File: src/hw/cpu_pkg.sv
package cpu_pkg;

    //////////////////////////////////////////////////
    // sizes

    localparam int xlen      = 32;
    localparam int reg_count = 32;
    // depth of the memory model in words
    localparam int mem_words = 256;
    localparam logic [xlen-1:0] reset_pc = '0;

    //////////////////////////////////////////////////
    // rv32i major opcodes used by the subset

    localparam logic [6:0] op_reg    = 7'b0110011;
    localparam logic [6:0] op_imm    = 7'b0010011;
    localparam logic [6:0] op_load   = 7'b0000011;
    localparam logic [6:0] op_store  = 7'b0100011;
    localparam logic [6:0] op_branch = 7'b1100011;
    localparam logic [6:0] op_system = 7'b1110011;

    // memory port commands
    localparam logic [1:0] mem_none  = 2'd0;
    localparam logic [1:0] mem_load  = 2'd1;
    localparam logic [1:0] mem_store = 2'd2;

    // commit error codes
    localparam logic [1:0] exc_none    = 2'd0;
    localparam logic [1:0] exc_halt    = 2'd1;
    localparam logic [1:0] exc_illegal = 2'd2;

    //////////////////////////////////////////////////
    // decoded operations, decode to execute

    localparam int xop_w = 4;
    localparam logic [xop_w-1:0] xop_add     = 4'd0;
    localparam logic [xop_w-1:0] xop_sub     = 4'd1;
    localparam logic [xop_w-1:0] xop_and     = 4'd2;
    localparam logic [xop_w-1:0] xop_or      = 4'd3;
    localparam logic [xop_w-1:0] xop_addi    = 4'd4;
    localparam logic [xop_w-1:0] xop_lw      = 4'd5;
    localparam logic [xop_w-1:0] xop_sw      = 4'd6;
    localparam logic [xop_w-1:0] xop_beq     = 4'd7;
    localparam logic [xop_w-1:0] xop_halt    = 4'd8;
    localparam logic [xop_w-1:0] xop_illegal = 4'd9;

    // one fetched word, three format views
    typedef union packed {
        struct packed {
            logic [6:0] funct7;
            logic [4:0] rs2;
            logic [4:0] rs1;
            logic [2:0] funct3;
            logic [4:0] rd;
            logic [6:0] opcode;
        } r;
        struct packed {
            logic [11:0] imm;
            logic [4:0]  rs1;
            logic [2:0]  funct3;
            logic [4:0]  rd;
            logic [6:0]  opcode;
        } i;
        // store and branch share this split
        struct packed {
            logic [6:0] imm_hi;
            logic [4:0] rs2;
            logic [4:0] rs1;
            logic [2:0] funct3;
            logic [4:0] imm_lo;
            logic [6:0] opcode;
        } s;
    } rv_inst_t;

endpackage

File: src/hw/inst_fetch.sv
module inst_fetch import cpu_pkg::*; (
    input  logic            clock,
    input  logic            rst_n,
    input  logic            hold,
    input  logic            squash,
    input  logic            halted,
    input  logic [xlen-1:0] br_target,
    input  logic            if_done,
    input  logic [xlen-1:0] mem_rdata,
    output logic            if_req,
    output logic [xlen-1:0] if_addr,
    output logic            inst_valid,
    output rv_inst_t        inst_word,
    output logic [xlen-1:0] inst_pc
);

    logic [xlen-1:0] pc;
    logic [xlen-1:0] req_addr;
    // request raised and not yet answered
    logic            req_on;
    // answer belongs to a squashed path
    logic            drop;
    logic            accept;

    //////////////////////////////////////////////////
    // request side

    // an open request stays up, new ones wait out hold and squash
    assign if_req  = !halted && (req_on || (!hold && !squash));
    assign if_addr = req_on ? req_addr : pc;

    // word is kept only when decode can take it next edge
    assign accept = if_done && !drop && !squash && !halted && !hold;

    always_ff @(posedge clock) begin
        req_addr <= if_addr;
    end

    always_ff @(posedge clock) begin
        if (!rst_n) begin
            pc     <= reset_pc;
            req_on <= 1'b0;
            drop   <= 1'b0;
        end else begin
            req_on <= if_req && !if_done;
            if (if_done) begin
                drop <= 1'b0;
            end else if (squash && req_on) begin
                drop <= 1'b1;
            end
            // redirect wins over fall-through
            if (squash) begin
                pc <= br_target;
            end else if (accept) begin
                pc <= pc + 32'd4;
            end
        end
    end

    //////////////////////////////////////////////////
    // fetch to decode register

    always_ff @(posedge clock) begin
        if (!rst_n || squash) begin
            inst_valid <= 1'b0;
        end else if (!hold) begin
            inst_valid <= accept;
        end
    end

    always_ff @(posedge clock) begin
        if (accept) begin
            inst_word <= mem_rdata;
            inst_pc   <= req_addr;
        end
    end

endmodule

File: src/hw/inst_decode.sv
module inst_decode import cpu_pkg::*; (
    input  logic             clock,
    input  logic             rst_n,
    input  logic             hold,
    input  logic             squash,
    input  logic             inst_valid,
    input  rv_inst_t         inst_word,
    input  logic [xlen-1:0]  inst_pc,
    output logic             ex_valid,
    output logic [xop_w-1:0] ex_op,
    output logic [4:0]       rd,
    output logic [4:0]       rs1,
    output logic [4:0]       rs2,
    output logic [xlen-1:0]  imm,
    output logic [xlen-1:0]  ex_pc
);

    logic [xop_w-1:0] dec_op;
    logic [xlen-1:0]  dec_imm;

    //////////////////////////////////////////////////
    // classify and build immediate

    always_comb begin
        dec_op  = xop_illegal;
        // i-format sign extension by default
        dec_imm = {{20{inst_word.i.imm[11]}}, inst_word.i.imm};
        case (inst_word.r.opcode)
            op_reg: begin
                case ({inst_word.r.funct7, inst_word.r.funct3})
                    10'b0000000_000: dec_op = xop_add;
                    10'b0100000_000: dec_op = xop_sub;
                    10'b0000000_111: dec_op = xop_and;
                    10'b0000000_110: dec_op = xop_or;
                    default:         dec_op = xop_illegal;
                endcase
            end
            op_imm:  dec_op = (inst_word.i.funct3 == 3'b000) ? xop_addi : xop_illegal;
            op_load: dec_op = (inst_word.i.funct3 == 3'b010) ? xop_lw : xop_illegal;
            op_store: begin
                dec_op  = (inst_word.s.funct3 == 3'b010) ? xop_sw : xop_illegal;
                dec_imm = {{20{inst_word.s.imm_hi[6]}}, inst_word.s.imm_hi,
                           inst_word.s.imm_lo};
            end
            op_branch: begin
                dec_op  = (inst_word.s.funct3 == 3'b000) ? xop_beq : xop_illegal;
                // b-format bits scattered over the s view
                dec_imm = {{20{inst_word.s.imm_hi[6]}}, inst_word.s.imm_lo[0],
                           inst_word.s.imm_hi[5:0], inst_word.s.imm_lo[4:1], 1'b0};
            end
            // only ecall, everything else in system space is illegal
            op_system: dec_op = (inst_word == 32'h0000_0073) ? xop_halt : xop_illegal;
            default:   dec_op = xop_illegal;
        endcase
    end

    //////////////////////////////////////////////////
    // decode to execute register

    always_ff @(posedge clock) begin
        if (!rst_n || squash) begin
            ex_valid <= 1'b0;
        end else if (!hold) begin
            ex_valid <= inst_valid;
        end
    end

    always_ff @(posedge clock) begin
        if (!hold) begin
            ex_op <= dec_op;
            rd    <= inst_word.r.rd;
            rs1   <= inst_word.r.rs1;
            rs2   <= inst_word.s.rs2;
            imm   <= dec_imm;
            ex_pc <= inst_pc;
        end
    end

endmodule

File: src/hw/exec_unit.sv
module exec_unit import cpu_pkg::*; (
    input  logic             clock,
    input  logic             rst_n,
    input  logic             ex_valid,
    input  logic [xop_w-1:0] ex_op,
    input  logic [4:0]       rd,
    input  logic [4:0]       rs1,
    input  logic [4:0]       rs2,
    input  logic [xlen-1:0]  imm,
    input  logic [xlen-1:0]  ex_pc,
    input  logic             dm_done,
    input  logic [xlen-1:0]  mem_rdata,
    output logic [1:0]       dm_cmd,
    output logic [xlen-1:0]  dm_addr,
    output logic [xlen-1:0]  dm_wdata,
    output logic             ex_busy,
    output logic             br_taken,
    output logic [xlen-1:0]  br_target,
    output logic             commit_halt,
    output logic             commit_en,
    output logic             commit_wr_en,
    output logic [4:0]       commit_wr_idx,
    output logic [xlen-1:0]  commit_wr_data,
    output logic [xlen-1:0]  commit_npc,
    output logic [1:0]       commit_exc
);

    logic [xlen-1:0] regs [reg_count];
    logic [xlen-1:0] rs1_val;
    logic [xlen-1:0] rs2_val;
    logic [xlen-1:0] alu_out;
    logic            is_mem;
    logic            writes;

    //////////////////////////////////////////////////
    // operand read, x0 reads as zero

    assign rs1_val = (rs1 == 5'd0) ? '0 : regs[rs1];
    assign rs2_val = (rs2 == 5'd0) ? '0 : regs[rs2];

    // addi, lw and sw all add the immediate
    always_comb begin
        case (ex_op)
            xop_add: alu_out = rs1_val + rs2_val;
            xop_sub: alu_out = rs1_val - rs2_val;
            xop_and: alu_out = rs1_val & rs2_val;
            xop_or:  alu_out = rs1_val | rs2_val;
            default: alu_out = rs1_val + imm;
        endcase
    end

    //////////////////////////////////////////////////
    // loads and stores, one word at a time

    assign is_mem   = ex_valid && (ex_op == xop_lw || ex_op == xop_sw);
    assign dm_cmd   = !is_mem ? mem_none : (ex_op == xop_lw) ? mem_load : mem_store;
    assign dm_addr  = alu_out;
    assign dm_wdata = rs2_val;
    // stall upstream until the memory answers
    assign ex_busy  = is_mem && !dm_done;

    // beq against fall-through
    assign br_taken  = ex_valid && ex_op == xop_beq && rs1_val == rs2_val;
    assign br_target = ex_pc + imm;

    //////////////////////////////////////////////////
    // commit

    assign writes = ex_op inside {xop_add, xop_sub, xop_and, xop_or, xop_addi, xop_lw};

    assign commit_en      = ex_valid && (!is_mem || dm_done);
    assign commit_wr_en   = commit_en && writes && rd != 5'd0;
    assign commit_wr_idx  = rd;
    assign commit_wr_data = (ex_op == xop_lw) ? mem_rdata : alu_out;
    assign commit_npc     = br_taken ? br_target : ex_pc + 32'd4;
    assign commit_exc     = (ex_op == xop_halt)    ? exc_halt :
                            (ex_op == xop_illegal) ? exc_illegal : exc_none;
    assign commit_halt    = commit_en && commit_exc != exc_none;

    // cleared so a reset in place starts from zeroed registers
    always_ff @(posedge clock) begin
        if (!rst_n) begin
            for (int i = 0; i < reg_count; i++) begin
                regs[i] <= '0;
            end
        end else if (commit_wr_en) begin
            regs[rd] <= commit_wr_data;
        end
    end

endmodule

File: src/hw/mem_port.sv
module mem_port import cpu_pkg::*; (
    input  logic            clock,
    input  logic            rst_n,
    input  logic            if_req,
    input  logic [xlen-1:0] if_addr,
    input  logic [1:0]      dm_cmd,
    input  logic [xlen-1:0] dm_addr,
    input  logic [xlen-1:0] dm_wdata,
    input  logic            mem2proc_valid,
    input  logic [xlen-1:0] mem2proc_data,
    output logic [1:0]      proc2mem_command,
    output logic [xlen-1:0] proc2mem_addr,
    output logic [xlen-1:0] proc2mem_data,
    output logic            if_done,
    output logic            dm_done,
    output logic [xlen-1:0] mem_rdata
);

    logic idle;
    // granted request came from execute
    logic owner_dm;
    logic dm_wants;

    assign idle     = proc2mem_command == mem_none;
    assign dm_wants = dm_cmd != mem_none;

    //////////////////////////////////////////////////
    // grant, data side first

    // command held until the valid pulse, then port goes idle a cycle
    always_ff @(posedge clock) begin
        if (!rst_n) begin
            proc2mem_command <= mem_none;
            owner_dm         <= 1'b0;
        end else if (!idle) begin
            if (mem2proc_valid) begin
                proc2mem_command <= mem_none;
            end
        end else if (dm_wants) begin
            proc2mem_command <= dm_cmd;
            owner_dm         <= 1'b1;
        end else if (if_req) begin
            proc2mem_command <= mem_load;
            owner_dm         <= 1'b0;
        end
    end

    always_ff @(posedge clock) begin
        if (idle) begin
            proc2mem_addr <= dm_wants ? dm_addr : if_addr;
            proc2mem_data <= dm_wdata;
        end
    end

    //////////////////////////////////////////////////
    // route the pulse back to its owner

    assign dm_done   = mem2proc_valid && !idle && owner_dm;
    assign if_done   = mem2proc_valid && !idle && !owner_dm;
    assign mem_rdata = mem2proc_data;

endmodule

File: src/hw/pipe_control.sv
module pipe_control (
    input  logic clock,
    input  logic rst_n,
    input  logic ex_busy,
    input  logic br_taken,
    input  logic commit_halt,
    output logic hold,
    output logic squash,
    output logic halted
);

    logic halt_q;

    //////////////////////////////////////////////////
    // sticky halt

    // set by ecall or illegal commit, only reset clears it
    always_ff @(posedge clock) begin
        if (!rst_n) begin
            halt_q <= 1'b0;
        end else if (commit_halt) begin
            halt_q <= 1'b1;
        end
    end

    // covers the commit cycle too, so no fetch starts there
    assign halted = halt_q || commit_halt;

    //////////////////////////////////////////////////
    // stall and flush

    // younger instructions behind a halt are flushed like a taken branch
    assign squash = br_taken || commit_halt;
    // squash beats hold
    assign hold   = ex_busy && !squash;

endmodule

File: src/hw/cpu.sv
module cpu import cpu_pkg::*; (
    input  logic            clock,
    input  logic            rst_n,
    input  logic            mem2proc_valid,
    input  logic [xlen-1:0] mem2proc_data,
    output logic [1:0]      proc2mem_command,
    output logic [xlen-1:0] proc2mem_addr,
    output logic [xlen-1:0] proc2mem_data,
    output logic [3:0]      pipeline_completed_insts,
    output logic [1:0]      pipeline_error_status,
    output logic            pipeline_commit_wr_en,
    output logic [4:0]      pipeline_commit_wr_idx,
    output logic [xlen-1:0] pipeline_commit_wr_data,
    output logic [xlen-1:0] pipeline_commit_npc
);

    //////////////////////////////////////////////////
    // pipeline wires

    // control
    logic             hold;
    logic             squash;
    logic             halted;
    logic             ex_busy;
    logic             br_taken;
    logic [xlen-1:0]  br_target;
    logic             commit_halt;
    logic             commit_en;

    // fetch to decode
    logic             inst_valid;
    rv_inst_t         inst_word;
    logic [xlen-1:0]  inst_pc;

    // decode to execute
    logic             ex_valid;
    logic [xop_w-1:0] ex_op;
    logic [4:0]       rd;
    logic [4:0]       rs1;
    logic [4:0]       rs2;
    logic [xlen-1:0]  imm;
    logic [xlen-1:0]  ex_pc;

    // requests into the shared port
    logic             if_req;
    logic [xlen-1:0]  if_addr;
    logic             if_done;
    logic [1:0]       dm_cmd;
    logic [xlen-1:0]  dm_addr;
    logic [xlen-1:0]  dm_wdata;
    logic             dm_done;
    logic [xlen-1:0]  mem_rdata;

    //////////////////////////////////////////////////
    // stages

    inst_fetch fetch (
        .clock(clock), .rst_n(rst_n),
        .hold(hold), .squash(squash), .halted(halted), .br_target(br_target),
        .if_done(if_done), .mem_rdata(mem_rdata),
        .if_req(if_req), .if_addr(if_addr),
        .inst_valid(inst_valid), .inst_word(inst_word), .inst_pc(inst_pc)
    );

    inst_decode decode (
        .clock(clock), .rst_n(rst_n), .hold(hold), .squash(squash),
        .inst_valid(inst_valid), .inst_word(inst_word), .inst_pc(inst_pc),
        .ex_valid(ex_valid), .ex_op(ex_op), .rd(rd), .rs1(rs1), .rs2(rs2),
        .imm(imm), .ex_pc(ex_pc)
    );

    // commit signals go straight out as the pipeline outputs
    exec_unit execute (
        .clock(clock), .rst_n(rst_n),
        .ex_valid(ex_valid), .ex_op(ex_op), .rd(rd), .rs1(rs1), .rs2(rs2),
        .imm(imm), .ex_pc(ex_pc),
        .dm_done(dm_done), .mem_rdata(mem_rdata),
        .dm_cmd(dm_cmd), .dm_addr(dm_addr), .dm_wdata(dm_wdata),
        .ex_busy(ex_busy), .br_taken(br_taken), .br_target(br_target),
        .commit_halt(commit_halt), .commit_en(commit_en),
        .commit_wr_en(pipeline_commit_wr_en),
        .commit_wr_idx(pipeline_commit_wr_idx),
        .commit_wr_data(pipeline_commit_wr_data),
        .commit_npc(pipeline_commit_npc),
        .commit_exc(pipeline_error_status)
    );

    mem_port port (
        .clock(clock), .rst_n(rst_n),
        .if_req(if_req), .if_addr(if_addr),
        .dm_cmd(dm_cmd), .dm_addr(dm_addr), .dm_wdata(dm_wdata),
        .mem2proc_valid(mem2proc_valid), .mem2proc_data(mem2proc_data),
        .proc2mem_command(proc2mem_command), .proc2mem_addr(proc2mem_addr),
        .proc2mem_data(proc2mem_data),
        .if_done(if_done), .dm_done(dm_done), .mem_rdata(mem_rdata)
    );

    pipe_control control (
        .clock(clock), .rst_n(rst_n),
        .ex_busy(ex_busy), .br_taken(br_taken), .commit_halt(commit_halt),
        .hold(hold), .squash(squash), .halted(halted)
    );

    // at most one retire per cycle
    assign pipeline_completed_insts = {3'b000, commit_en};

endmodule

File: config.mk
export PLATFORM = sky130hd
export DESIGN_NAME = cpu
export DESIGN_NICKNAME = d
export VERILOG_FILES = /design/src/hw/cpu_pkg.sv /design/src/hw/inst_fetch.sv /design/src/hw/inst_decode.sv /design/src/hw/exec_unit.sv /design/src/hw/mem_port.sv /design/src/hw/pipe_control.sv /design/src/hw/cpu.sv
export SDC_FILE = /design/constraint.sdc
export NUM_CORES = 2
export LEC_CHECK = 0
export ABC_CLOCK_PERIOD_IN_PS = 9100
export BUFFER_PORTS_ARGS = -buffer_cell sky130_fd_sc_hd__buf_2
export CORE_MARGIN = 3
export CORE_UTILIZATION = 39
export DETAILED_ROUTE_END_ITERATION = 12
export SYNTH_ARGS = -nofsm -noshare
export SYNTH_HDL_FRONTEND = slang
export SYNTH_SLANG_ARGS = --single-unit
File: constraint.sdc
create_clock -name clock -period 9.1 [get_ports clock]
set_clock_uncertainty 0.1 [all_clocks]
set_input_delay 0.455 -clock clock [delete_from_list [all_inputs] [get_ports clock]]
set_output_delay 0.455 -clock clock [all_outputs]
set_load 0.01 [all_outputs]
* Word-level counts from Yosys, hierarchy flattened
Memories as Yosys holds them, arrays and structs flattened. A register that Yosys moved wholly into a read port is not among the register bits. Cells that the tools add are included.
Storage, ports and cells: register bits 264, bits in writable memories 1024, bits of input ports 35, output and inout port bits 142, logic and storage cells 140, memories 1
Memories:
- execute.regs | words 32, bits a word 32, read ports 2, clocked after memory_dff 2, wr ports 32, RTL line exec_unit.sv:28 | logic [xlen-1:0] regs [reg_count];
Operators by class: add/sub/neg operators 6, equal/unequal tests 22, muxes and demuxes 36, bitwise operators 3, reductions and logical operators 53
Operators by type and width (number):
- 32-bit 2-to-1 mux | 9
- 32-bit case mux with 4 select lines | 1
- 32-bit adder | 3
- 32-bit by 3-bit adder with 32-bit output, second input constant | 2
- 32-bit bitwise AND | 1
- 32-bit equality test | 1
- 32-bit by 7-bit equality test with 1-bit output, second input constant | 1
- 32-bit bitwise OR | 1
- 32-bit OR reduction | 1
- 32-bit subtractor | 1
- 12-bit case mux with 2 select lines | 1
- 4-bit case mux with 6 select lines | 1
- 10-bit by 3-bit equality test with 1-bit output, second input constant | 2
- 1-bit logical AND | 20
- 4-bit by 3-bit equality test with 1-bit output, second input constant | 4
- 2-bit 2-to-1 mux | 8
- 4-bit 2-to-1 mux | 4
- 4-bit case mux with 4 select lines | 1
- 5-bit 2-to-1 mux | 3
- 7-bit by 6-bit equality test with 1-bit output, second input constant | 2
- 7-bit equality test, second input constant | 2
- 10-bit by 9-bit equality test with 1-bit output, second input constant | 1
- 1-bit logical NOT | 10
- 10-bit logical NOT | 1
- 19 further kinds | 39

* Depth between registers and ports, before layout
depth after elaboration 17, gate-level depth with buffers 32

* Hierarchy
Synthesis repeated with hierarchy kept, for this count alone.
Unflattened totals: cells, all modules 5577, area total of the unflattened synthesis 71891.4 µm²
Modules (own cells, without submodules):
- exec_unit | times used 1, cells each 4882, area an instance 61579.1 µm², seq. area each 30749.5 µm²
- inst_fetch | times used 1, cells each 393, area an instance 5039.8 µm², seq. area each 3263.1 µm²
- mem_port | times used 1, cells each 149, area an instance 2711.4 µm², seq. area each 1981.9 µm²
- inst_decode | times used 1, cells each 143, area an instance 2479.9 µm², seq. area each 1941.9 µm²
- pipe_control | times used 1, cells each 5, area an instance 47.5 µm², seq. area each 20.0 µm²
- cpu | times used 1, cells each 5, area an instance 33.8 µm², seq. area each 0.0 µm²

* Worst setup path after synthesis
Ideal clock, no wire load.
path kind reg-to-reg, from register with a tool-made name, to register fetch.inst_pc[0], enable pin, setup time 0.487 ns, data arrival time 8.044 ns, required time 8.513 ns, setup slack 0.470 ns, stages on the path, launching flop included 26, path buffers 12, period minus slack after synthesis 8.630 ns, path through dfxtp_1 buf_6 buf_8 buf_6 buf_6 buf_6 buf_6 buf_4 buf_2 buf_1 buf_1 mux4_2 mux4_2 nand2_1 nand2_1 nand2_1 ha_1 nor3_1 nand3b_1 or4_1 or4_1 nor4_2 or2_2 buf_4 buf_4 nor2_1
RTL lines:
- end signal: assignment | RTL line inst_fetch.sv:74 | inst_pc <= req_addr;
- end: declaration | RTL line inst_fetch.sv:14 | output logic [xlen-1:0] inst_pc

==> impl_metrics.json <==
{
  "post-synth-top-count-cell": "edfxtp_1",
  "worstPathMaxFanout": 34,
  "grt_pass1_vias": 49666,
  "cts_max_path_buffers": 3,
  "synth_edf_count": 1216,
  "start_util_pct": 39.3,
  "worst_pin_slew_ps": 1120,
  "power_density_nw_per_um2": 195,
  "drt_iter0_drc": 7089,
  "wl_met3_um": 30400,
  "rows": 156,
  "grtUsageTotal_pct": 27.2,
  "synthToLayoutAreaGrowth_pct": 11.7,
  "htreeDepth": 4,
  "r2r_end": "execute.regs[23][28]",
  "drcViolationCount": 0,
  "slew-limit-headroom_pct": 25.3,
  "wl_met2_um": 119000,
  "vias": 50996,
  "cts_tree": "yes",
  "dp_hpwl_um": 163000,
  "syn_inst": 5501,
  "synth_seq_area_share_pct": 53.6,
  "numCtsBuffers": 140,
  "grt_max_degree": 91,
  "ir_worst_vdd_v": 0.000211,
  "slew_violations": 0,
  "worstSetupPathType": "flop to primary output",
  "required_ps": 8550,
  "cts-root-buf": "clkbuf_16",
  "yosys-top-cells-area": "edfxtp_1 (51%), mux4_2 (18%), nor2_1 (5.6%)",
  "antenna_found_initial": 9,
  "fp.dieH_um": 433,
  "synthArstFlopShare_pct": 0,
  "yosys.area.top_type": "edfxtp_1",
  "synth_top_area_share_pct": 51.3,
  "ios": 177,
  "synth_warnings": 0,
  "final_nets": 5717,
  "arrival_ps": 7750,
  "p_leak_nw": 29.3,
  "fill_cells": 16296,
  "syn_area_per_cell_sq_um": 12.9,
  "cp-end-kind": "primary output",
  "r2r_cells": 19,
  "clk_latency_ps": 810,
  "viasPerCell": 6.33,
  "wl_per_cell_um": 32.1,
  "fin_crit_sh_pct": 91.3,
  "cts.sinks": 1298,
  "core_area_sq_um": 181000,
  "drt-pass1-iter-count": 6,
  "layout-drive-gt1-share_pct": 24.0,
  "die_w_um": 433,
  "port_buffers": 173,
  "highest_layer": "met5",
  "design_area_sq_um": 79600,
  "netlist_area_sq_um": 71200,
  "period_needed_ps": 8310,
  "rsz0062_at_grt": "no",
  "rrSetupSlack_ps": 1670,
  "placed_area_sq_um": 74800,
  "critical_path.endpoint": "pipeline_commit_wr_data[20]",
  "grt_overflow": 0,
  "status": "finished clean",
  "synthFlopType": "edfxtp_1",
  "grt_pass1_wl_um": 364000,
  "clk_pin_slew_worst_paths_ps": 60,
  "timing.fmax_ghz": 0.120,
  "synth_cell_type_count": 108,
  "hold_viol": 0,
  "cts_setup_buffers": 0,
  "startpoint_type": "flop",
  "drt_wl_total_um": 259000,
  "hp-class": "flop to flop",
  "ant_nets": 0,
  "ys_ff_latch": 1298,
  "dieArea_sq_um": 188000,
  "setup_tns_ps": 0,
  "wl_met1_um": 94700,
  "setup_violations": 0,
  "max_cap_viol_count": 0,
  "synth_common_cells": "edfxtp_1 (1216), nor2_1 (1056), mux4_2 (583), nand2_1 (380), clkbuf_1 (299)",
  "gp_congestion": 0.972
}
## worst max-delay path, stage by stage, from the launching register on
cell	delay [ps]
dfxtp_1	930
inv_4	600
mux4_2	560
nand2_1	140
a21oi_1	410
inv_1	160
o21ai_0	190
ha_1	320
a21o_1	200
a21o_1	160
a21o_1	170
a21oi_1	180
o21ai_0	120
a21oi_1	290
a221oi_2	150
nand2b_1	210
a21oi_1	210
xnor2_1	130
a2111oi_0	720
or2_2	750
inv_1	80
buf_2	160
## state kept, by name (all words and copies together), names as in the netlist, named ones only
name                   cells
decode.rd                  5
fetch.pc                  32
decode.ex_valid            1
decode.rs1                 5
decode.rs2                 5
fetch.drop                 1
decode.imm                13
decode.ex_pc              32
port.owner_dm              1
execute.regs            1024
fetch.inst_word           32
port.proc2mem_command      2
fetch.inst_pc             32
decode.ex_op               4
fetch.req_on               1
port.proc2mem_addr        32
fetch.inst_valid           1
fetch.req_addr            32
control.halt_q             1
port.proc2mem_data        32
## layout by cell type (no fill, tap or decap), drive strengths merged, types with 35 or more instances in the layout
cell,synthesis,layout
a211oi,35,35
a21o,39,39
a21oi,175,175
and3,36,36
buf,176,344
clkbuf,299,182
clkinv,4,58
conb,1,35
dfxtp,82,82
edfxtp,1216,1216
ha,101,101
inv,126,133
mux2,61,61
mux2i,71,71
mux4,588,588
nand2,380,380
nand2b,59,59
nand3,64,64
nor2,1056,1056
nor3,229,229
o21ai,150,150
o22ai,35,35
xnor2,114,114
xor2,51,51
## worst min path at each step
stage | depth (start not counted) | to | startpoint
global placement | 0 | decode.ex_pc[11] | fetch.inst_pc[11]
finish | 0 | decode.ex_pc[4] | fetch.inst_pc[4]
floorplan | 0 | decode.ex_pc[0] | fetch.inst_pc[0]
detailed placement | 0 | decode.ex_pc[14] | fetch.inst_pc[14]
CTS | 2 | fetch.inst_word[26] | mem2proc_data[26]
global route | 0 | decode.ex_pc[4] | fetch.inst_pc[4]
## power by group
| part | total [W] | internal (W) | switching [W] |
|---|---|---|---|
| clock | 0.00559 | 0.00312 | 0.00248 |
| combinational | 0.00299 | 0.000977 | 0.00201 |
| sequential | 0.00696 | 0.00678 | 0.000188 |
## area by class of cell
type / instances / area, sq um / area share [%]
Timing Repair Buffer: 377 / 2720 / 3.42
Antenna cell: 2 / 5.00 / 0.00629
Sequential cell: 1298 / 38200 / 48.0
Clock buffer: 182 / 3820 / 4.80
Inverter: 130 / 494 / 0.621
Multi-Input combinational cell: 3632 / 30800 / 38.7
Tap cell: 2370 / 2970 / 3.73
Clock inverter: 70 / 573 / 0.720
## through the flow
| stage | total power [W] | instances | hold WS (ps) | setup slack [ps] | utilization, % |
|---|---|---|---|---|---|
| 6_report | 0.0155 | 8061 | 310 | 793 | 43.9 |
| 5_1_grt | 0.0160 | 8059 | 321 | 531 | 43.9 |
| 4_1_cts | 0.0155 | 8059 | 295 | 828 | 43.9 |
| 3_5_place_dp | 0.00999 | 7774 | 305 | 1670 | 41.3 |
| 3_3_place_gp | 0.00996 | 7774 | 301 | 1790 | 41.3 |
| 2_1_floorplan | 0.00888 | 5535 | 300 | 470 | - |
## layer usage
metal	up-vias	global-route usage, %
li1	20913	-
met1	25909	35.2
met2	3494	42.6
met3	678	6.91
met4	2	13.3
met5	-	0
## logic make-up after synthesis
group / Yosys count / synth area share (%)
AND/OR/NAND/NOR: 1977 / 12.0
flip-flops: 1298 / 53.6
multiplexers: 720 / 20.6
AO/OA/AOI/OAI: 616 / 5.76
buffers and inverters: 605 / 3.91
XOR/XNOR: 165 / 2.06
adder cells (fa/ha/maj): 119 / 2.06
other: 1 / 0.00527
## timing repair
| action | 4_1_cts | 5_1_grt |
|---|---|---|
| hold buffers | 33 | 0 |
| setup endpoints to repair | 0 | 0 |
| resized for setup | 0 | 0 |
| hold endpoints to repair | 36 | 0 |
Power figures use the tool's default switching activity.
